--- config.mk ---
export PLATFORM = sky130hd
export DESIGN_NAME = pipe_port
export DESIGN_NICKNAME = d
export VERILOG_FILES = /design/src/logic/des_pkg.sv /design/src/logic/pipe_port.sv
export SDC_FILE = /design/constraint.sdc
export NUM_CORES = 1
export LEC_CHECK = 0
export ABC_AREA = 1
export BUFFER_PORTS_ARGS = -buffer_cell sky130_fd_sc_hd__buf_2
export CAP_MARGIN = 15
export CORE_ASPECT_RATIO = 0.8
export CORE_MARGIN = 1.5
export CORE_UTILIZATION = 35
export DETAILED_ROUTE_END_ITERATION = 8
export PLACE_DENSITY = 0.63
export SLEW_MARGIN = 20
export SYNTH_ARGS = -nofsm -noshare
export SYNTH_HDL_FRONTEND = slang
export SYNTH_SLANG_ARGS = --single-unit
--- constraint.sdc ---
create_clock -name dcm_clk -period 1.9 [get_ports dcm_clk]
set_clock_uncertainty 0.2 [all_clocks]
set_input_delay 0.38 -clock dcm_clk [delete_from_list [all_inputs] [get_ports dcm_clk]]
set_output_delay 0.38 -clock dcm_clk [all_outputs]
set_load 0.05 [all_outputs]
--- src/logic/des_pkg.sv ---
package des_pkg;

	// ----------------------------------------
	// Widths and data types
	// ----------------------------------------
	localparam int block_w = 64;
	localparam int key_w   = 64;
	localparam int round_w = 4;

	typedef logic [block_w-1:0] block_t;
	typedef logic [key_w-1:0]   key_t;
	typedef logic [round_w-1:0] round_t;

	// Sequencer states, one word per pass through load_addr..next_word
	typedef enum logic [2:0] {
		idle,
		load_addr,
		load_data,
		run_rounds,
		save_word,
		next_word,
		finish
	} seq_state_t;

	// ----------------------------------------
	// S-boxes
	// ----------------------------------------
	// Each entry holds one box, row 0 column 0 in the top nibble
	localparam logic [255:0] sbox_table [8] = '{
		256'hE4D12FB83A6C5907_0F74E2D1A6CB9538_41E8D62BFC973A50_FC8249175B3EA06D,
		256'hF18E6B34972DC05A_3D47F28EC01A69B5_0E7BA4D158C6932F_D8A13F42B67C05E9,
		256'hA09E63F51DC7B428_D70934A6285ECBF1_D6498F30B12C5AE7_1AD069874FE3B52C,
		256'h7DE3069A1285BC4F_D8B56F03472C1AE9_A690CB7DF13E5284_3F06A1D8945BC72E,
		256'h2C417AB6853FD0E9_EB2C47D150FA3986_421BAD78F9C5630E_B8C71E2D6F09A453,
		256'hC1AF92680D34E75B_AF427C9561DE0B38_9EF528C3704A1DB6_432C95FABE17608D,
		256'h4B2EF08D3C975A61_D0B7491AE35C2F86_14BDC37EAF680592_6BD814A7950FE23C,
		256'hD2846FB1A93E50C7_1FD8A374C56B0E92_7B419CE206ADF358_21E74A8DFC90356B
	};

	// Outer bits pick the row, inner four bits pick the column
	function automatic logic [3:0] sbox_lookup(
		input logic [2:0] box,
		input logic [5:0] six
	);
		logic [5:0]   idx;
		logic [255:0] box_bits;
		idx      = {six[5], six[0], six[4:1]};
		box_bits = sbox_table[box];
		return box_bits[255 - 4 * idx -: 4];
	endfunction

	// ----------------------------------------
	// Address helper
	// ----------------------------------------
	// Next RAM address, back to zero after the last word
	function automatic int unsigned wrap_next(
		input int unsigned addr,
		input int unsigned depth
	);
		return (addr + 1 == depth) ? 0 : addr + 1;
	endfunction

endpackage

--- src/logic/pipe_port.sv ---
`timescale 1ns/10ps

module pipe_port #(
	parameter int ram_depth = 512,
	localparam int addr_w = $clog2(ram_depth)
) (
	input  logic              dcm_clk,
	input  logic              ram_reset,
	input  logic              pipe_in_start,
	input  logic              pipe_in_valid,
	input  logic              pipe_out_start,
	input  logic              pipe_out_full,
	output logic              pipe_in_read,
	output logic [addr_w-1:0] in_wr_addr,
	output logic              pipe_out_write,
	output logic [addr_w-1:0] out_rd_addr
);

	logic started;
	logic out_go;

	// Read the output RAM only when the host has room
	assign out_go = started && !pipe_out_full;

	always_ff @(posedge dcm_clk) begin
		if (ram_reset) begin
			pipe_in_read   <= 1'b0;
			started        <= 1'b0;
			in_wr_addr     <= '0;
			out_rd_addr    <= '0;
			pipe_out_write <= 1'b0;
		end else begin
			if (pipe_in_start) begin
				pipe_in_read <= 1'b1;
			end
			if (pipe_out_start) begin
				started <= 1'b1;
			end
			if (pipe_in_valid) begin
				in_wr_addr <= addr_w'(des_pkg::wrap_next(in_wr_addr, ram_depth));
			end
			if (out_go) begin
				out_rd_addr <= addr_w'(des_pkg::wrap_next(out_rd_addr, ram_depth));
			end
			// Lines up with the registered RAM read data
			pipe_out_write <= out_go;
		end
	end

endmodule

==> impl_metrics.toml, run 1 <==
[clock_network]
clk_pin_slew_worst_paths_ns = 0.08
clockBufferDepth = 2
post_cts_resized = 0
cts-root-buf = "clkbuf_8"
clock-sinks = 21
cts.htree.levels = 1
holdBufCountCts = 0
cts_buffers = 3
cts_setup_buffers = 0
cts_tree = "built"
clkLatencyLatePin_ns = 0.26

[finish]
fin_util_pct = 45.3
fillCellCount = 320
nNetsFinal = 199
num_antenna_cells = 0
area_growth_pct = 19.6
drive_gt1_share_pct = 20.0

[place]
place_congestion = 0.849
io_buffers = 25
dp_hpwl_um = 1810
post-place-ws_ns = 0.485

[yosys]
synth_top_area_share_pct = 38.9
synth_seq_area_share_pct = 38.9
yosys.area.top_type = "dfxtp_1"
netlist_area_um2 = 1080
ys_seq_elements = 21
netlist_instances = 163
synth_area_per_cell_um2 = 6.63
synthTopCellsByArea = "dfxtp_1 39%, nand2_1 14%, inv_1 8.7%"
synth_warnings = 0
synthDistinctLibCells = 20
syn_nets = 171

[die]
die_x_um = 65.1
die_h_um = 52.7
start_util_pct = 37.9
io_pins = 26
rows = 17
core_area_um2 = 2850
dieArea_um2 = 3430

[status]
outcome = "completed"

[global_route]
antenna_found_initial = 0
grt_max_degree = 15
grt_use_total_pct = 14.7
first_global_vias = 919
grt.overflow.total = 0
grt_pass1_wl_um = 3800

[routing]
drt_wl_total_um = 2310
drt.antenna.violating_nets = 0
vias = 1047
route.detailed.drc = 0
viasPerCell = 4.59
dr.pass1.iters = 4
drt_iter0_drc = 19
wl_per_cell_um = 10.1

[min_path]
hp-class = "in -> reg"

[power]
power_frac_seq_pct = 52.2
p_sw_share_pct = 29.6
p_comb_share_pct = 16.0
leakagePower_nw = 0.625
p_sw_mw = 0.271
ir_drop_uv = 528
p_int_mw = 0.643
power_density_nw_per_um2 = 707
p_clk_share_pct = 31.8

[timing]
max_slew_margin_pct = 82.6
fin_crit_sh_pct = 85.5
grt_setup_unrepaired = "false"
setup_viol = 0
worst_pin_slew_ns = 0.260
hold_violations = 0
drv_slew = 0
hold_slack_ns = 0.129
period_minus_slack_ns = 1.62
final.setup.worst_slack_ns = 0.275
fmax_mhz = 615
fin_tns_setup_ns = 0

[critical_path]
critPathBufInv = 1
arrival_ns = 1.04
max_stage_delay_ns = 0.47
cp-start-kind = "flip-flop"
cp_slowest_cell = "dfxtp_1"
crit_path_cell_trace = "buf_2"
worst_setup_path_end_kind = "output port"
worst-path-max-fanout = 8
cp_top_family = "flip-flops"
cp.required_ns = 1.32
path_class = "reg -> out"

[run]
cap_violations = 0
-- per-layer routing --
metal	track usage (%)	share of wire, %
met5	0	0
met4	5.56	0.69
met3	4.09	5.5
met2	24.2	45
met1	18.4	49
-- worst paths after layout --
path / startpoint / end / slack (ns) / cells past startpoint
worst max-delay path: in_wr_addr[5] / in_wr_addr[5] / 0.28 / 1
worst min-delay path: pipe_out_start / started / 0.13 / 3
worst max register to register: in_wr_addr[0] / in_wr_addr[8] / 0.49 / 6
worst min register to register: pipe_in_read / pipe_in_read / 0.29 / 2
-- power groups by stage --
stage	combinational [mW]	clock, mW	sequential (mW)
floorplan	0.0543	0	0.544
global placement	0.146	0	0.485
detailed placement	0.147	0	0.487
CTS	0.148	0.305	0.477
global route	0.161	0.319	0.480
finish	0.146	0.290	0.477
-- layout by cell type, fill, tap and decap left out --
cell type / Yosys / layout
buf_2: 3 / 25
o21ai_0: 6 / 6
clkinv_2: 0 / 1
o21ai_1: 1 / 1
o21a_1: 1 / 1
nand2_1: 41 / 41
xor2_1: 4 / 4
nand3_1: 15 / 15
inv_1: 25 / 25
nor3_2: 1 / 1
nand2_2: 3 / 3
nor3_1: 1 / 1
nand3b_1: 1 / 1
clkbuf_8: 0 / 3
buf_4: 0 / 1
a21oi_1: 10 / 10
dfxtp_1: 21 / 21
ha_1: 2 / 2
nand4_1: 2 / 2
nor3b_1: 1 / 1
inv_2: 2 / 2
nor2_1: 21 / 21
nor2_4: 2 / 2
-- metrics by stage --
stage	power, mW	instances	cell area, µm²
6_report	0.914	228	1290
4_1_cts	0.930	228	1290
2_1_floorplan	0.598	163	1080
5_1_grt	0.960	228	1290
3_5_place_dp	0.635	224	1250
3_3_place_gp	0.632	224	1250
-- worst reg2reg max path, cell delays in order (launching register included) --
cell,delay [ns]
dfxtp_1,0.39
ha_1,0.19
nand2_1,0.11
nor2_1,0.18
nand4_1,0.12
nand2_1,0.08
nor2_1,0.04
-- registers in the layout, summed over array words and instances, names as in the netlist --
name,cells
in_wr_addr,9
out_rd_addr,9
pipe_in_read,1
pipe_out_write,1
started,1
-- cell families after synthesis --
logic type	share of synthesized area, %
AO/OA/AOI/OAI	8.56
XOR/XNOR	3.24
AND/OR/NAND/NOR	36.2
adder cells (fa/ha/maj)	2.31
buffers and inverters	10.8
flip-flops	38.9
-- layout make-up --
class / instances / area, µm² / share of cell area [%]
flip-flops and latches: 21 / 420 / 32.5
clock inverters: 1 / 5.00 / 0.387
multi-input cells: 112 / 544 / 42.1
repair buffers: 26 / 133 / 10.3
well taps: 38 / 47.5 / 3.68
clock buffers: 3 / 41.3 / 3.19
inverters: 27 / 101 / 7.84
-- cell usage after synthesis --
cell and instances:
dfxtp_1 21, nand2_1 41, nand3_1 15, nand4_1 2, o21ai_1 1, inv_1 25
nor3_2 1, nor2_1 21, nand2_2 3, o21a_1 1, o21ai_0 6, ha_1 2
nor2_4 2, buf_2 3, nor3b_1 1, inv_2 2, xor2_1 4, a21oi_1 10
nand3b_1 1, nor3_1 1
No activity file was read; power rests on OpenSTA's default activity.
==> run 2: changes to the inputs <==
Settings changed: ABC_AREA 1 to 0, PLACE_DENSITY 0.63 to 0.65.
==> run 2 against run 1 <==
Via count shrank 27%. Routed wire length shrank 24%. Sequential cell count is the same. Core utilization shrank 0.46 points. Combinational power shrank 48%.
==> impl_metrics.toml, run 2 <==
[timing]
hold_violations = 0
fin_crit_sh_pct = 87.1
hold_slack_ns = 0.0738
period_minus_slack_ns = 1.65
grt_setup_unrepaired = "false"
max_slew_margin_pct = 72.6
fin_tns_setup_ns = 0
worst_pin_slew_ns = 0.412
setup_viol = 0
drv_slew = 0
fmax_mhz = 604

[die]
io_pins = 26
die_x_um = 59.2
start_util_pct = 36.5
rows = 16
core_area_um2 = 2420
die_h_um = 48.0
dieArea_um2 = 2840

[routing]
drt_iter0_drc = 19
wl_per_cell_um = 10.7
drt.antenna.violating_nets = 0
vias = 768
viasPerCell = 4.71
route.detailed.drc = 0
drt_wl_total_um = 1750
dr.pass1.iters = 4

[power]
ir_drop_uv = 231
leakagePower_nw = 0.440
power_density_nw_per_um2 = 692

[finish]
nNetsFinal = 136
top_regs = "in_wr_addr (9), out_rd_addr (9)"
drive_gt1_share_pct = 29.1
layout_commonest_cell = "buf_2"
design_area_um2 = 1090
area_growth_pct = 22.9
layout_common_cells = "25 x buf_2, 16 x dfxtp_1, 11 x nor2_1"
num_antenna_cells = 0
fillCellCount = 231

[yosys]
netlist_area_um2 = 885
synth-async-reset-ratio_pct = 0
ys.flop_type = "dfxtp_1"
synth.most_common_cell = "dfxtp_1"
syn_nets = 107
synth_warnings = 0
synthDistinctLibCells = 25
netlist_instances = 99
synth_edf_count = 0
yosys-top-cells-count = "21 x dfxtp_1, 11 x nor2_1, 9 x a21oi_1, 7 x o21ai_0, 7 x or3_1"
yosys.area.top_type = "dfxtp_1"
synth_area_per_cell_um2 = 8.94
synth_top_area_share_pct = 47.5
synth_seq_area_share_pct = 47.5
ys_seq_elements = 21
synthTopCellsByArea = "dfxtp_1 48%, a21oi_1 5.1%, or3_1 5.0%"

[clock_network]
cts.htree.levels = 1
holdBufCountCts = 0
clkLatencyLatePin_ns = 0.30
cts_tree = "built"
post_cts_resized = 0
cts-root-buf = "clkbuf_4"
cts_setup_buffers = 0
clk_pin_slew_worst_paths_ns = 0.12
clockBufferDepth = 2
clock-sinks = 21
cts_buffers = 3

[min_path]
hold_path_startpoint = "pipe_in_start"
holdPathStages = 3
hp-class = "in -> reg"

[critical_path]
max_stage_delay_ns = 0.44
arrival_ns = 1.69
crit_path_cell_trace = "ha_1 -> nand3_1 -> or4_1 -> a21oi_1"
critical_path.startpoint = "in_wr_addr[0]"
timing.rr.start = "in_wr_addr[0]"
worst_setup_path_end_kind = "flip-flop"
reg2reg_depth = 4
worst-path-max-fanout = 5
cp.required_ns = 1.93
path_class = "reg -> reg"
cp-start-kind = "flip-flop"
cp_slowest_cell = "dfxtp_1"

[run]
cap_violations = 0

[place]
io_buffers = 25
place_area_um2 = 1060
dp_hpwl_um = 1250
place_congestion = 0.677

[global_route]
grt_pass1_wl_um = 2650
grt.overflow.total = 0
antenna_found_initial = 0
grt_max_degree = 24
grt_use_total_pct = 12.8
first_global_vias = 619

[status]
outcome = "completed"
## run 2: final timing paths
check | end | slack [ns]
worst max-delay path | in_wr_addr[8] | 0.25
worst min-delay path | pipe_in_read | 0.07
worst max register to register | in_wr_addr[8] | 0.25
worst min register to register | pipe_in_read | 0.29
## run 2: kinds of logic after synthesis
kind of cell / after synthesis / share of synthesized area (%)
xor gates and xnor gates: 6 / 5.94
muxes: 2 / 2.40
and+or+nand+nor: 42 / 26.3
adders and majority gates: 2 / 2.83
DFF: 21 / 47.5
buffers and inverters: 6 / 2.55
AOI/OAI and AO/OA: 20 / 12.4
## run 2: final cells by class
type	instances	area [µm²]	share of cell area [%]
multi-input cells	72	442	40.6
flip-flops and latches	21	427	39.2
repair buffers	26	133	12.2
well taps	36	45.0	4.14
clock buffers	4	26.3	2.42
inverters	4	15.0	1.38
## run 2: power by group
part | internal (mW) | leakage [nW] | switching (mW)
registers | 0.451 | 0.173 | 0.0117
logic | 0.0223 | 0.253 | 0.0536
clock network | 0.0817 | 0.0150 | 0.132
total | 0.555 | 0.440 | 0.198
## run 2: critical path, delay by kind of cell, from the launching register on
family	cells	cell delay, ns
and+or+nand+nor	2	0.56
DFF	1	0.44
adders and majority gates	1	0.25
AOI/OAI and AO/OA	1	0.14
## run 2: per-stage QoR
stage               util, %  total power, mW  std cells  setup slack [ns]
finish                 44.9            0.753        163             0.245
global route           44.9            0.790        163             0.123
CTS                    44.9            0.764        163             0.236
detailed placement     43.8            0.548        159             0.224
global placement       43.8            0.548        159             0.264
floorplan                 -            0.527         99          0.000222
## run 2: per-layer routing
metal	track usage [%]	part of all wire (%)	vias to the layer above	wire (µm)
li1	-	-	413	-
met1	17.3	52	342	916
met2	19.1	45	11	784
met3	2.43	2.3	2	40
met4	8.18	0.46	0	8
met5	0	0	-	0
==> run 3: changes to the inputs <==
--- a/constraint.sdc
+++ b/constraint.sdc
@@ -4,2 +4,2 @@
 set_output_delay 0.38 -clock dcm_clk [all_outputs]
-set_load 0.05 [all_outputs]
+set_load 0.1 [all_outputs]
==> run 3 against run 2 <==
Fmax shrank 4.6%. Total power up 4.1%. Worst hold slack better by 0.0054 ns. Critical endpoint is now in_wr_addr[3]. Clock power about the same. Core utilization rose by 0.52 points. Largest cell class unchanged. Via count is 3.3% higher.
==> impl_metrics.toml, run 3 (same netlist as run 2, synthesis figures left out) <==
[status]
outcome = "completed"

[critical_path]
cp_slowest_cell = "buf_2"
cp-start-kind = "flip-flop"
critPathBufInv = 1
path_class = "reg -> out"
worst-path-stages = 1
crit_path_cell_trace = "buf_2"
cp_top_family = "buffers and inverters"
arrival_ns = 1.15
cp.required_ns = 1.32
reg2reg_depth = 3
max_stage_delay_ns = 0.44
worst_setup_path_end_kind = "output port"
worst-path-max-fanout = 6

[clock_network]
cts.htree.levels = 1
holdBufCountCts = 0
clock-sinks = 21
cts_buffers = 3
cts_tree = "built"
clk_pin_slew_worst_paths_ns = 0.11
clkLatencyLatePin_ns = 0.30
post_cts_resized = 0
cts-root-buf = "clkbuf_4"
clockBufferDepth = 2
cts_setup_buffers = 0

[power]
p_comb_share_pct = 14.1
power_frac_seq_pct = 59.1
p_sw_share_pct = 29.1
p_sw_mw = 0.228
power_density_nw_per_um2 = 713
p_clk_share_pct = 26.9
p_int_mw = 0.556
leakagePower_nw = 0.445
ir_drop_uv = 498

[finish]
seq_area_um2 = 439
layout_common_cells = "25 x buf_2, 15 x dfxtp_2, 11 x nor2_1"
num_antenna_cells = 0
area_growth_pct = 24.3
fillCellCount = 238
layout_commonest_cell = "buf_2"
final_cells = 163
drive_gt1_share_pct = 37.0
nNetsFinal = 136
top_regs = "in_wr_addr (9), out_rd_addr (9)"
multiInputGateArea_um2 = 442

[die]
io_pins = 26
die_h_um = 48.0
start_util_pct = 36.5
core_area_um2 = 2420
die_x_um = 59.2
dieArea_um2 = 2840
rows = 16

[timing]
fin_tns_setup_ns = 0
drv_slew = 0
grt_setup_unrepaired = "false"
max_slew_margin_pct = 67.5
period_minus_slack_ns = 1.73
worst_pin_slew_ns = 0.490
setup_viol = 0
hold_slack_ns = 0.0792
hold_violations = 0
fin_crit_sh_pct = 91.3
fmax_mhz = 576

[routing]
drt.antenna.violating_nets = 0
drt_iter0_drc = 13
drt_wl_total_um = 1800
viasPerCell = 4.87
dr.pass1.iters = 4
wl_per_cell_um = 11.0
vias = 793
route.detailed.drc = 0

[global_route]
use_met1_pct = 17.0
top_usage_layer = "met2"
grt_max_degree = 24
antenna_found_initial = 0
grt_pass1_wl_um = 2700
grt.overflow.total = 0
met3_usage_pct = 4.86
grt_use_total_pct = 12.9
first_global_vias = 615
grt_use_met2_pct = 20.2

[run]
cap_violations = 0

[place]
dp.cells = 159
place_congestion = 0.699
dp_hpwl_um = 1340
io_buffers = 25

[min_path]
hp-class = "in -> reg"
holdPathStages = 3
[run 3: layout make-up]
cell class | instances | share of cell area, %
Timing Repair Buffer | 26 | 12.1
Multi-Input combinational cell | 72 | 40.2
Inverter | 4 | 1.37
Tap cell | 36 | 4.10
Clock buffer | 4 | 2.39
Sequential cell | 21 | 39.9
[run 3: worst paths after layout]
check / end / slack [ns] / from
setup / recovery: in_wr_addr[3] / 0.17 / in_wr_addr[3]
hold / removal: pipe_in_read / 0.08 / pipe_in_start
setup reg to reg: out_rd_addr[8] / 0.21 / out_rd_addr[3]
hold reg to reg: pipe_in_read / 0.29 / pipe_in_read
[run 3: power by group through the flow]
stage          sequential, mW  clock (mW)  combinational, mW
2_1_floorplan           0.537           0             0.0248
3_3_place_gp            0.473           0              0.109
3_5_place_dp            0.473           0              0.111
6_report                0.463       0.211              0.110
5_1_grt                 0.465       0.245              0.115
4_1_cts                 0.463       0.227              0.111
[run 3: per-layer routing]
layer / wire, µm / share of wire (%)
met5: 0 / 0
met4: 0 / 0
met3: 63 / 3.5
met2: 815 / 45
met1: 918 / 51
[run 3: metrics by stage]
stage          area (µm²)  setup WS [ns]  total power [mW]  util [%]
2_1_floorplan         903         -0.182             0.561         -
3_3_place_gp         1070          0.266             0.582      44.3
3_5_place_dp         1070          0.215             0.584      44.3
4_1_cts              1100          0.142             0.801      45.4
5_1_grt              1100          0.106             0.825      45.4
6_report             1100          0.165             0.784      45.4
