<file path="config.mk">
export PLATFORM = sky130hd
export DESIGN_NAME = block_sequencer
export DESIGN_NICKNAME = d
export VERILOG_FILES = /design/src/logic/des_pkg.sv /design/src/logic/block_sequencer.sv
export SDC_FILE = /design/constraint.sdc
export NUM_CORES = 1
export LEC_CHECK = 0
export ABC_AREA = 1
export BUFFER_PORTS_ARGS = -buffer_cell sky130_fd_sc_hd__buf_2
export CAP_MARGIN = 20
export CORE_ASPECT_RATIO = 1.25
export CORE_MARGIN = 10
export CORE_UTILIZATION = 42
export CTS_BUF_LIST = sky130_fd_sc_hd__clkbuf_2 sky130_fd_sc_hd__clkbuf_4 sky130_fd_sc_hd__clkbuf_8
export CTS_CLUSTER_DIAMETER = 60
export CTS_CLUSTER_SIZE = 12
export DETAILED_ROUTE_END_ITERATION = 6
export PLACE_DENSITY = 0.85
export SYNTH_ARGS = -nofsm -noshare
export SYNTH_HDL_FRONTEND = slang
export SYNTH_SLANG_ARGS = --single-unit
</file>
<file path="constraint.sdc">
create_clock -name dcm_clk -period 2.5 [get_ports dcm_clk]
set_input_delay 0.5 -clock dcm_clk [delete_from_list [all_inputs] [get_ports dcm_clk]]
set_output_delay 0.5 -clock dcm_clk [all_outputs]
set_load 0.01 [all_outputs]
</file>
<file path="src/logic/des_pkg.sv">
package des_pkg;

	// ----------------------------------------
	// Widths and data types
	// ----------------------------------------
	localparam int block_w = 64;
	localparam int key_w   = 64;
	localparam int round_w = 4;

	typedef logic [block_w-1:0] block_t;
	typedef logic [key_w-1:0]   key_t;
	typedef logic [round_w-1:0] round_t;

	// Sequencer states, one word per pass through load_addr..next_word
	typedef enum logic [2:0] {
		idle,
		load_addr,
		load_data,
		run_rounds,
		save_word,
		next_word,
		finish
	} seq_state_t;

	// ----------------------------------------
	// S-boxes
	// ----------------------------------------
	// Each entry holds one box, row 0 column 0 in the top nibble
	localparam logic [255:0] sbox_table [8] = '{
		256'hE4D12FB83A6C5907_0F74E2D1A6CB9538_41E8D62BFC973A50_FC8249175B3EA06D,
		256'hF18E6B34972DC05A_3D47F28EC01A69B5_0E7BA4D158C6932F_D8A13F42B67C05E9,
		256'hA09E63F51DC7B428_D70934A6285ECBF1_D6498F30B12C5AE7_1AD069874FE3B52C,
		256'h7DE3069A1285BC4F_D8B56F03472C1AE9_A690CB7DF13E5284_3F06A1D8945BC72E,
		256'h2C417AB6853FD0E9_EB2C47D150FA3986_421BAD78F9C5630E_B8C71E2D6F09A453,
		256'hC1AF92680D34E75B_AF427C9561DE0B38_9EF528C3704A1DB6_432C95FABE17608D,
		256'h4B2EF08D3C975A61_D0B7491AE35C2F86_14BDC37EAF680592_6BD814A7950FE23C,
		256'hD2846FB1A93E50C7_1FD8A374C56B0E92_7B419CE206ADF358_21E74A8DFC90356B
	};

	// Outer bits pick the row, inner four bits pick the column
	function automatic logic [3:0] sbox_lookup(
		input logic [2:0] box,
		input logic [5:0] six
	);
		logic [5:0]   idx;
		logic [255:0] box_bits;
		idx      = {six[5], six[0], six[4:1]};
		box_bits = sbox_table[box];
		return box_bits[255 - 4 * idx -: 4];
	endfunction

	// ----------------------------------------
	// Address helper
	// ----------------------------------------
	// Next RAM address, back to zero after the last word
	function automatic int unsigned wrap_next(
		input int unsigned addr,
		input int unsigned depth
	);
		return (addr + 1 == depth) ? 0 : addr + 1;
	endfunction

endpackage

</file>
<file path="src/logic/block_sequencer.sv">
`timescale 1ns/10ps

module block_sequencer #(
	parameter int ram_depth = 512,
	localparam int addr_w = $clog2(ram_depth)
) (
	input  logic              dcm_clk,
	input  logic              ram_reset,
	input  logic              start,
	output logic              done,
	output logic [addr_w-1:0] in_addr,
	input  des_pkg::block_t   in_data,
	output des_pkg::round_t   round_sel,
	output des_pkg::block_t   cipher_in,
	input  des_pkg::block_t   cipher_out,
	output logic [addr_w-1:0] out_addr,
	output logic              out_en,
	output des_pkg::block_t   out_data
);

	des_pkg::seq_state_t state;

	// ----------------------------------------
	// Word loop
	// ----------------------------------------
	// 20 cycles per word, done one cycle after finish
	always_ff @(posedge dcm_clk) begin
		if (ram_reset) begin
			state     <= des_pkg::idle;
			done      <= 1'b0;
			in_addr   <= '0;
			out_addr  <= '0;
			round_sel <= '1;
		end else begin
			done <= 1'b0;
			case (state)
				des_pkg::idle: begin
					if (start) begin
						in_addr  <= '0;
						out_addr <= '0;
						state    <= des_pkg::load_addr;
					end
				end
				des_pkg::load_addr: begin
					// RAM samples the old address on this edge
					in_addr <= addr_w'(des_pkg::wrap_next(in_addr, ram_depth));
					state   <= des_pkg::load_data;
				end
				des_pkg::load_data: begin
					round_sel <= '0;
					state     <= des_pkg::run_rounds;
				end
				des_pkg::run_rounds: begin
					// round_sel parks at 15 so the cipher holds its result
					if (round_sel == 4'd15) begin
						state <= des_pkg::save_word;
					end else begin
						round_sel <= round_sel + 1'b1;
					end
				end
				des_pkg::save_word: begin
					state <= des_pkg::next_word;
				end
				des_pkg::next_word: begin
					out_addr <= addr_w'(des_pkg::wrap_next(out_addr, ram_depth));
					// Read address back at zero means the whole RAM is done
					if (in_addr == '0) begin
						state <= des_pkg::finish;
					end else begin
						state <= des_pkg::load_addr;
					end
				end
				des_pkg::finish: begin
					done  <= 1'b1;
					state <= des_pkg::idle;
				end
				default: begin
					state <= des_pkg::idle;
				end
			endcase
		end
	end

	// Input word captured while the RAM output is still valid
	always_ff @(posedge dcm_clk) begin
		if (state == des_pkg::load_data) begin
			cipher_in <= in_data;
		end
	end

	// Output RAM captures the cipher result at the end of save_word
	assign out_en   = (state == des_pkg::save_word);
	assign out_data = cipher_out;

endmodule

</file>
==> run_results.csv, run 1 <==
group,metric,value,unit
die,height_of_the_chip,127,um
detailed_routing,route.met3.wl,1.76,mm
clock_network,numCtsBuffers,9,
yosys,yosysUniqueCellTypes,24,
timing,min_period_over_period,70.5,%
yosys,yosysTopAreaCell,"sky130_fd_sc_hd__edfxtp_1",
timing,tightestPinTransition,682,ps
yosys,seq_area_frac_synth,63.6,%
die,initial_utilization,43.7,%
die,floorplan.die.width,106,um
run,max_cap_viol_count,0,
power,standby_leakage_power,1.98,nW
power,comb_power_share,15.5,%
yosys,syn-mean-instance-area,10.8,um^2
setup_path,worstSetupPathType,"flop to output pin",
detailed_routing,vias_per_cell,4.88,
setup_path,worstSetupEndpointType,"output pin",
clock_network,clk_pin_slew_worst_paths,90,ps
die,design.die.area,13400,um^2
setup_path,critPathMaxStageDelay,430,ps
cells_and_area,fin_nets,589,
setup_path,slowest_stage_cell_cp,"sky130_fd_sc_hd__dfxtp_1",
detailed_routing,detail_route.drc_violations,0,
detailed_routing,drt_first_iter_violations,124,
power,power.share.switching,27.3,%
detailed_routing,route.vias.total,2828,
clock_network,cts_root_buffer,"sky130_fd_sc_hd__clkbuf_8",
detailed_routing,routed_wirelength,11.9,mm
setup_path,worst-path-max-fanout,5,
yosys,adder_cell_area_share_of_the_yosys_netlist,1.30,%
power,p_per_area,746,nW/um^2
die,design.core.area,8800,um^2
clock_network,clkLatencyLatePin,350,ps
timing,final.min_clock_period,1760,ps
clock_network,htree_levels,3,
hold_path,worst_hold_path_type,"primary input to flop",
power,p_int,2.44,mW
placement,post-place-cells,563,
global_route,antenna_found_initial,4,
yosys,synth_largest_type_area_fraction,50.0,%
global_route,grt_start_max_net_pins,45,
yosys,compound_gate_fraction_of_synth_area,4.24,%
global_route,grt_pass1_vias,2826,
placement,finalWeightedCongestion,0.852,
cells_and_area,design_area,4500,um^2
cells_and_area,area_delta_synth_final,17.2,%
clock_network,cts.sinks,90,
setup_path,setup.worst_path.start,"state[2]$_SDFFE_PP0P_",
detailed_routing,ant_nets,0,
cells_and_area,layout.cells.non_filler,580,
cells_and_area,layout.filler_cells,798,
yosys,synth_xor_area_share,0.228,%
yosys,postSynthNetCount,489,
timing,setup_total_negative_slack,0,ps
cells_and_area,final_core_util,51.2,%
timing,hold_viol_final,0,
clock_network,cts-hold-fix-buffers,0,
die,top_level_ports,283,
setup_path,ff2ff_setup_slack,780,ps
yosys,main_combinational_cell_family_by_area_after_synthesis,"buffers and inverters",
setup_path,worstPathArrival,1260,ps
setup_path,timing.critical_path.from_type,"flop",
timing,timing.final.max_slew_violations,0,
yosys,postSynthRegisterBits,90,
detailed_routing,post_drt_wl_per_cell,20.5,um
placement,post_dp_cell_area,4290,um^2
detailed_routing,met2_wirelength,5.99,mm
global_route,grt_usage,16.9,%
yosys,ys.warnings.count,0,
die,num_rows,38,
power,share_seq_of_total_power,54.6,%
detailed_routing,dr.max_layer_used,"met5",
clock_network,tritoncts_clock_tree,"done",
hold_path,holdCritStartpoint,"in_data[53]",
timing,relSlewSlack,54.3,%
detailed_routing,wirelength_met1,3.74,mm
run_status,run_status,"complete, no violations",
setup_path,cp_num_buf_inv,1,
clock_network,cts_setup_buffers,0,
cells_and_area,drive_above_1_share,39.2,%
yosys,cell_area_after_technology_mapping,3840,um^2
placement,port-buffer-count,154,
setup_path,path_delay_family,"flip-flops",
detailed_routing,dr.pass1.iters,4,
power,power.ir.vdd_worst,0.000256,V
timing,grt_setup_unrepaired,"false",
timing,clock_skew,5.63,ps
placement,dp.final_hpwl,9.78,mm
yosys,post_synthesis_simple_gate_area_fraction,14.8,%
setup_path,data_required_critical_path,2000,ps
yosys,muxShareOfSynthArea,0,%
global_route,wire_length_of_the_first_global_routing_pass,17.1,mm
timing,clock.fmax,568,MHz
timing,timing.hold.ws,315,ps
clock_network,post_cts.resized_instances,0,
global_route,total_congestion_overflow_after_global_routing,0,
clock_network,clock_path_buffers,2,
power,netSwitchingPower,916,uW
setup_path,crit_chain,"nand2_1 > nor2_1 > buf_2",
setup_path,rr_startpoint,"state[0]$_SDFFE_PP0P_",
timing,final-setup-viol-count,0,
power,power.clock.fraction,29.9,%
yosys,netlist_top_cells_area,"sky130_fd_sc_hd__edfxtp_1, sky130_fd_sc_hd__dfxtp_1, sky130_fd_sc_hd__buf_4",
yosys,syn_inst,354,
state kept, by name (all words and copies together) (netlist names):
name	cells
in_addr	9
done	1
state	3
out_addr	9
cipher_in	64
round_sel	4
cell families (layout without fill, tap and decap cells):
logic type	Yosys count	after routing
AOI/OAI and AO/OA	31	31
xor gates and xnor gates	1	1
adders and majority gates	4	4
buffers and inverters	98	203
DFF	90	90
other	0	1
and+or+nand+nor	130	130
synthesized netlist by cell type:
| library cell | number |
|---|---|
| sky130_fd_sc_hd__o211ai_1 | 1 |
| sky130_fd_sc_hd__a21oi_1 | 20 |
| sky130_fd_sc_hd__o21ai_1 | 2 |
| sky130_fd_sc_hd__nor2_1 | 20 |
| sky130_fd_sc_hd__or2_0 | 1 |
| sky130_fd_sc_hd__nand3b_1 | 2 |
| sky130_fd_sc_hd__clkbuf_1 | 2 |
| sky130_fd_sc_hd__inv_1 | 29 |
| sky130_fd_sc_hd__buf_4 | 64 |
| sky130_fd_sc_hd__nand2_1 | 70 |
| sky130_fd_sc_hd__nor2_4 | 2 |
| sky130_fd_sc_hd__nor3_1 | 2 |
| sky130_fd_sc_hd__o21bai_1 | 2 |
| sky130_fd_sc_hd__edfxtp_1 | 64 |
| sky130_fd_sc_hd__inv_2 | 3 |
| sky130_fd_sc_hd__nand3_1 | 24 |
| sky130_fd_sc_hd__nand2_2 | 1 |
| sky130_fd_sc_hd__o21ai_0 | 6 |
| sky130_fd_sc_hd__xor2_1 | 1 |
| sky130_fd_sc_hd__nor2_2 | 1 |
| sky130_fd_sc_hd__ha_1 | 4 |
| sky130_fd_sc_hd__dfxtp_1 | 26 |
| sky130_fd_sc_hd__or2_2 | 1 |
| sky130_fd_sc_hd__nand4_1 | 6 |
layout make-up:
| cell class | count | area (um^2) | share of cell area [%] |
|---|---|---|---|
| Timing Repair Buffer | 155 | 791 | 17.6 |
| Clock inverter | 6 | 72.6 | 1.61 |
| Multi-Input combinational cell | 166 | 790 | 17.5 |
| Inverter | 32 | 120 | 2.67 |
| Tap cell | 120 | 150 | 3.34 |
| Antenna cell | 1 | 2.50 | 0.0556 |
| Sequential cell | 90 | 2440 | 54.3 |
| Clock buffer | 10 | 131 | 2.92 |
worst register-to-register path: stages (launching register included):
cell	delay, ps
sky130_fd_sc_hd__dfxtp_1	370
sky130_fd_sc_hd__inv_2	150
sky130_fd_sc_hd__nand3_1	180
sky130_fd_sc_hd__inv_2	400
sky130_fd_sc_hd__buf_12	300
metrics by stage:
stage / power, mW / setup slack (ps)
after floorplan: 2.24 / 190
after global routing: 3.52 / 605
after global placement: 2.37 / 828
final: 3.36 / 738
after detailed placement: 2.40 / 785
after CTS: 3.40 / 718
layout by cell type (no fill, tap or decap), types with 2 or more instances in the layout:
master	n
sky130_fd_sc_hd__nand3_1	24
sky130_fd_sc_hd__inv_6	2
sky130_fd_sc_hd__edfxtp_1	64
sky130_fd_sc_hd__nand4_1	6
sky130_fd_sc_hd__nor2_4	2
sky130_fd_sc_hd__dfxtp_1	26
sky130_fd_sc_hd__clkbuf_8	9
sky130_fd_sc_hd__buf_2	154
sky130_fd_sc_hd__inv_2	4
sky130_fd_sc_hd__o21ai_1	2
sky130_fd_sc_hd__ha_1	4
sky130_fd_sc_hd__nand3b_1	2
sky130_fd_sc_hd__nand2_1	70
sky130_fd_sc_hd__clkinv_4	2
sky130_fd_sc_hd__nor2_1	20
sky130_fd_sc_hd__o21bai_1	2
sky130_fd_sc_hd__inv_1	28
sky130_fd_sc_hd__a21oi_1	20
sky130_fd_sc_hd__o21ai_0	6
sky130_fd_sc_hd__nor3_1	2
power groups by stage:
stage / combinational (mW) / sequential (mW) / clock, mW
2_1_floorplan: 0.300 / 1.94 / 0
4_1_cts: 0.531 / 1.83 / 1.04
3_3_place_gp: 0.515 / 1.86 / 0
6_report: 0.522 / 1.83 / 1.00
3_5_place_dp: 0.530 / 1.87 / 0
5_1_grt: 0.578 / 1.85 / 1.10
routing by layer:
layer	vias up	GRT usage (%)
li1	1318	-
met1	1259	14.6
met2	202	29.9
met3	43	10.3
met4	6	8.22
met5	-	1.13
worst paths after layout:
| path | end | depth (start not counted) |
|---|---|---|
| min reg2reg | in_addr[6]$_SDFFE_PP0P_ | 2 |
| max reg2reg | cipher_in[20]$_DFFE_PP_ | 4 |
| min | cipher_in[53]$_DFFE_PP_ | 1 |
| max | out_en | 3 |
Note: power is estimated with default switching activity, not from simulation.
==> run 2: changes to the inputs <==
- clock period: 2.5 -> 1.7 ns (I/O delays scaled with it)
==> run_results.csv, run 2 (synthesis results as in run 1) <==
group,metric,value,unit
run_status,run_status,"complete, no violations",
timing,tightestPinTransition,326,ps
power,p_int,3.62,mW
timing,min_period_over_period,97.4,%
setup_path,slowest_stage_cell_cp,"sky130_fd_sc_hd__dfxtp_2",
global_route,antenna_found_initial,1,
clock_network,htree_levels,3,
timing,timing.final.max_slew_violations,0,
setup_path,crit_chain,"inv_1 > nand2_1 > nor2_2 > buf_2",
detailed_routing,dr.pass1.iters,5,
die,design.core.area,8800,um^2
timing,grt_setup_unrepaired,"false",
setup_path,worst-path-max-fanout,5,
clock_network,clock_path_buffers,2,
die,initial_utilization,43.7,%
power,netSwitchingPower,1.37,mW
clock_network,cts-hold-fix-buffers,0,
cells_and_area,design_area,4540,um^2
timing,clock_skew,9.17,ps
setup_path,data_required_critical_path,1360,ps
cells_and_area,reg_top3,"cipher_in x64, in_addr x9, out_addr x9",
detailed_routing,post_drt_wl_per_cell,19.8,um
setup_path,worstSetupPathType,"flop to output pin",
clock_network,tritoncts_clock_tree,"done",
clock_network,clk_pin_slew_worst_paths,100,ps
cells_and_area,drive_above_1_share,40.8,%
clock_network,numCtsBuffers,9,
setup_path,critPathMaxStageDelay,360,ps
die,num_rows,38,
detailed_routing,routed_wirelength,11.5,mm
setup_path,cp_num_buf_inv,2,
detailed_routing,ant_nets,0,
cells_and_area,fin_nets,591,
power,power.ir.vdd_worst,0.000388,V
setup_path,worstSetupEndpointType,"output pin",
timing,clock.fmax,604,MHz
placement,post_dp_cell_area,4330,um^2
cells_and_area,final_core_util,51.6,%
setup_path,timing.critical_path.from_type,"flop",
cells_and_area,area_delta_synth_final,18.3,%
global_route,total_congestion_overflow_after_global_routing,0,
power,power.clock.fraction,30.0,%
detailed_routing,detail_route.drc_violations,0,
clock_network,clkLatencyLatePin,360,ps
timing,finalWorstSetupSlack,44.5,ps
die,design.die.area,13400,um^2
hold_path,worst_hold_path_type,"primary input to flop",
placement,dp.final_hpwl,9.36,mm
timing,hold_viol_final,0,
cells_and_area,layout.filler_cells,747,
timing,final.min_clock_period,1660,ps
timing,relSlewSlack,78.3,%
cells_and_area,layout.cells.most_common_list,"sky130_fd_sc_hd__buf_2, sky130_fd_sc_hd__nand2_1, sky130_fd_sc_hd__edfxtp_1",
detailed_routing,drt_first_iter_violations,223,
run,max_cap_viol_count,0,
die,floorplan.die.width,106,um
power,standby_leakage_power,1.98,nW
placement,port-buffer-count,154,
setup_path,path_delay_family,"flip-flops",
clock_network,cts_root_buffer,"sky130_fd_sc_hd__clkbuf_8",
clock_network,cts_setup_buffers,0,
timing,final-setup-viol-count,0,
detailed_routing,vias_per_cell,5.02,
die,top_level_ports,283,
cells_and_area,largest_register_ffs,64,
placement,dp_worst_setup_slack,284,ps
placement,finalWeightedCongestion,0.880,
global_route,grt_usage,16.4,%
power,comb_power_share,15.8,%
cells_and_area,commonest_non_fill_non_tap_cell_in_the_layout,"sky130_fd_sc_hd__buf_2",
power,share_seq_of_total_power,54.3,%
global_route,wire_length_of_the_first_global_routing_pass,17.0,mm
detailed_routing,route.vias.total,2917,
timing,setup_total_negative_slack,0,ps
power,p_per_area,1100,nW/um^2
setup_path,worstPathArrival,1320,ps
cells_and_area,biggest_register,"cipher_in",
die,height_of_the_chip,127,um
global_route,grt_pass1_vias,2924,
clock_network,cts.sinks,90,
power,power.share.switching,27.4,%
global_route,grt_start_max_net_pins,65,
cells_and_area,antennaDiodeCount,0,
==> run 2: cell count changes in the layout (fill, tap and decap cells not counted), moves of 2 or more <==
cell	change
sky130_fd_sc_hd__dfxtp_2	+2
sky130_fd_sc_hd__inv_6	+2
sky130_fd_sc_hd__buf_4	+2
sky130_fd_sc_hd__dfxtp_1	-3
==> run 2: layout make-up <==
cell class | count | area (um^2) | share of cell area (%)
sequential | 90 | 2450 | 53.9
timing repair buffer | 157 | 806 | 17.7
multi-input combinational | 166 | 805 | 17.7
tap | 120 | 150 | 3.31
clock buffer | 10 | 131 | 2.89
inverter | 32 | 129 | 2.84
clock inverter | 6 | 72.6 | 1.60
==> run 2: power groups by stage <==
stage	Sequential, mW	Clock, mW	Combinational, mW
after global routing	2.72	1.64	0.874
after detailed placement	2.75	0	0.795
after CTS	2.70	1.54	0.797
after floorplan	2.85	0	0.455
final	2.70	1.49	0.785
after global placement	2.74	0	0.775
==> run 2: final timing paths <==
path / start / end / slack, ps / cells after the start
max reg2reg: out_addr[0]$_SDFFE_PP0P_ / out_addr[8]$_SDFFE_PP0P_ / 280 / 7
max: state[1]$_SDFFE_PP0P_ / out_en / 40 / 4
min: in_data[63] / cipher_in[63]$_DFFE_PP_ / 150 / 1
min reg2reg: round_sel[1]$_SDFFE_PP1P_ / round_sel[1]$_SDFFE_PP1P_ / 510 / 2
==> run 2: per-layer routing <==
metal / share of wire [%] / vias to the layer above / global-route usage (%)
li1: - / 1323 / -
met1: 31 / 1305 / 14.8
met2: 50 / 230 / 28.4
met3: 14 / 57 / 9.22
met4: 4.0 / 2 / 9.02
met5: 0.11 / - / 0
==> run 2: metrics by stage <==
stage / total power, mW / std cells / hold WS, ps
2_1_floorplan: 3.31 / 354 / 439
3_3_place_gp: 3.51 / 565 / 479
3_5_place_dp: 3.55 / 565 / 500
4_1_cts: 5.04 / 581 / 120
5_1_grt: 5.23 / 581 / 114
6_report: 4.98 / 581 / 145
==> run 2: repair_timing <==
action / in CTS / in global routing
setup endpoints to repair: 1 / 1
gates resized for setup: 1 / 1
pin swaps: 0 / 1
==> run 3: changes to the inputs <==
- CTS_BUF_LIST: sky130_fd_sc_hd__clkbuf_2 sky130_fd_sc_hd__clkbuf_4 sky130_fd_sc_hd__clkbuf_8 -> sky130_fd_sc_hd__clkbuf_8
==> run_results.csv, run 3 (synthesis results as in run 1) <==
group,metric,value,unit
placement,post_dp_cell_area,4330,um^2
detailed_routing,vias_per_cell,5.02,
cells_and_area,antennaDiodeCount,0,
detailed_routing,routed_wirelength,11.5,mm
die,floorplan.die.width,106,um
global_route,antenna_found_initial,1,
die,design.core.area,8800,um^2
placement,port-buffer-count,154,
hold_path,worst_hold_path_type,"primary input to flop",
timing,final-setup-viol-count,0,
global_route,grt_start_max_net_pins,65,
setup_path,timing.critical_path.from_type,"flop",
clock_network,clock_path_buffers,2,
detailed_routing,ant_nets,0,
detailed_routing,post_drt_wl_per_cell,19.8,um
timing,min_period_over_period,97.4,%
global_route,total_congestion_overflow_after_global_routing,0,
detailed_routing,detail_route.drc_violations,0,
clock_network,clkLatencyLatePin,360,ps
cells_and_area,area.sequential,2450,um^2
cells_and_area,largest_register_ffs,64,
cells_and_area,multi_input_area,805,um^2
cells_and_area,layout.filler_cells,748,
cells_and_area,biggest_register,"cipher_in",
timing,hold_viol_final,0,
die,height_of_the_chip,127,um
clock_network,clk_pin_slew_worst_paths,100,ps
global_route,wire_length_of_the_first_global_routing_pass,17.0,mm
placement,post-place-cells,565,
die,num_rows,38,
setup_path,worstSetupPathType,"flop to output pin",
setup_path,worst-path-max-fanout,5,
die,design.die.area,13400,um^2
cells_and_area,commonest_non_fill_non_tap_cell_in_the_layout,"sky130_fd_sc_hd__buf_2",
timing,setup_total_negative_slack,0,ps
global_route,grt_pass1_vias,2924,
setup_path,data_required_critical_path,1360,ps
clock_network,htree_levels,3,
timing,final.min_clock_period,1660,ps
clock_network,tritoncts_clock_tree,"done",
run,max_cap_viol_count,0,
cells_and_area,design_area,4540,um^2
cells_and_area,fin_nets,591,
power,standby_leakage_power,1.98,nW
cells_and_area,reg_top3,"cipher_in x64, in_addr x9, out_addr x9",
timing,timing.hold.ws,145,ps
clock_network,cts.sinks,90,
power,fin_total_pwr,4.96,mW
die,initial_utilization,43.7,%
cells_and_area,area_delta_synth_final,18.2,%
detailed_routing,dr.pass1.iters,5,
setup_path,worstSetupEndpointType,"output pin",
placement,finalWeightedCongestion,0.880,
power,p_per_area,1090,nW/um^2
placement,dp.final_hpwl,9.36,mm
clock_network,numCtsBuffers,9,
timing,relSlewSlack,78.3,%
die,top_level_ports,283,
setup_path,worstPathArrival,1320,ps
cells_and_area,drive_above_1_share,40.6,%
timing,tightestPinTransition,326,ps
global_route,grt_usage,16.4,%
cells_and_area,layout.cells.most_common_list,"sky130_fd_sc_hd__buf_2, sky130_fd_sc_hd__nand2_1, sky130_fd_sc_hd__edfxtp_1",
run_status,run_status,"complete, no violations",
clock_network,cts_root_buffer,"sky130_fd_sc_hd__clkbuf_8",
detailed_routing,route.vias.total,2917,
timing,timing.final.max_slew_violations,0,
timing,clock.fmax,604,MHz
timing,grt_setup_unrepaired,"false",
timing,clock_skew,9.17,ps
power,power.ir.vdd_worst,0.000389,V
cells_and_area,layout.cells.non_filler,581,
detailed_routing,drt_first_iter_violations,223,
==> run 3: what timing repair did <==
item | in CTS | in global routing
pin swaps | 0 | 1
endpoints found under the setup margin | 1 | 1
setup buffers | 0 | 0
gates resized for setup | 1 | 1
gates cloned | 0 | 0
hold buffers | 0 | 0
==> run 3: path summary, 6_finish.rpt <==
path	from	endpoint	slack [ps]	depth (start not counted)
setup / recovery	state[1]$_SDFFE_PP0P_	out_en	40	4
hold / removal	in_data[63]	cipher_in[63]$_DFFE_PP_	150	1
setup reg to reg	out_addr[0]$_SDFFE_PP0P_	out_addr[8]$_SDFFE_PP0P_	280	7
hold reg to reg	round_sel[1]$_SDFFE_PP1P_	round_sel[1]$_SDFFE_PP1P_	510	2
==> run 3: power breakdown <==
part | switching, mW | internal (mW) | total [mW]
clock network | 0.780 | 0.693 | 1.47
registers | 0.0926 | 2.61 | 2.70
logic | 0.496 | 0.289 | 0.785
total | 1.37 | 3.59 | 4.96
==> run 3: critical path, stage by stage (launching register included) <==
cell,delay [ps]
sky130_fd_sc_hd__dfxtp_2,360
sky130_fd_sc_hd__inv_1,80
sky130_fd_sc_hd__nand2_1,130
sky130_fd_sc_hd__nor2_2,220
sky130_fd_sc_hd__buf_2,170
==> run 3: final cells by class <==
class                           count  area share [%]
Sequential cell                    90            54.0
Timing Repair Buffer              157            17.8
Multi-Input combinational cell    166            17.7
Tap cell                          120            3.31
Inverter                           32            2.84
Clock buffer                        9            2.73
Clock inverter                      7            1.68
==> run 3: routing by layer <==
metal / vias up / wire length [um] / track usage (%)
met3: 57 / 1650 / 9.22
li1: 1323 / - / -
met5: - / 13 / 0
met1: 1305 / 3610 / 14.8
met2: 230 / 5780 / 28.4
met4: 2 / 458 / 9.02
==> run 3: through the flow <==
step           setup WS [ps]  utilization [%]
2_1_floorplan           -106                -
3_3_place_gp             331             49.3
3_5_place_dp             284             49.3
4_1_cts                 39.0             51.6
5_1_grt                 6.14             51.6
6_report                44.5             51.6
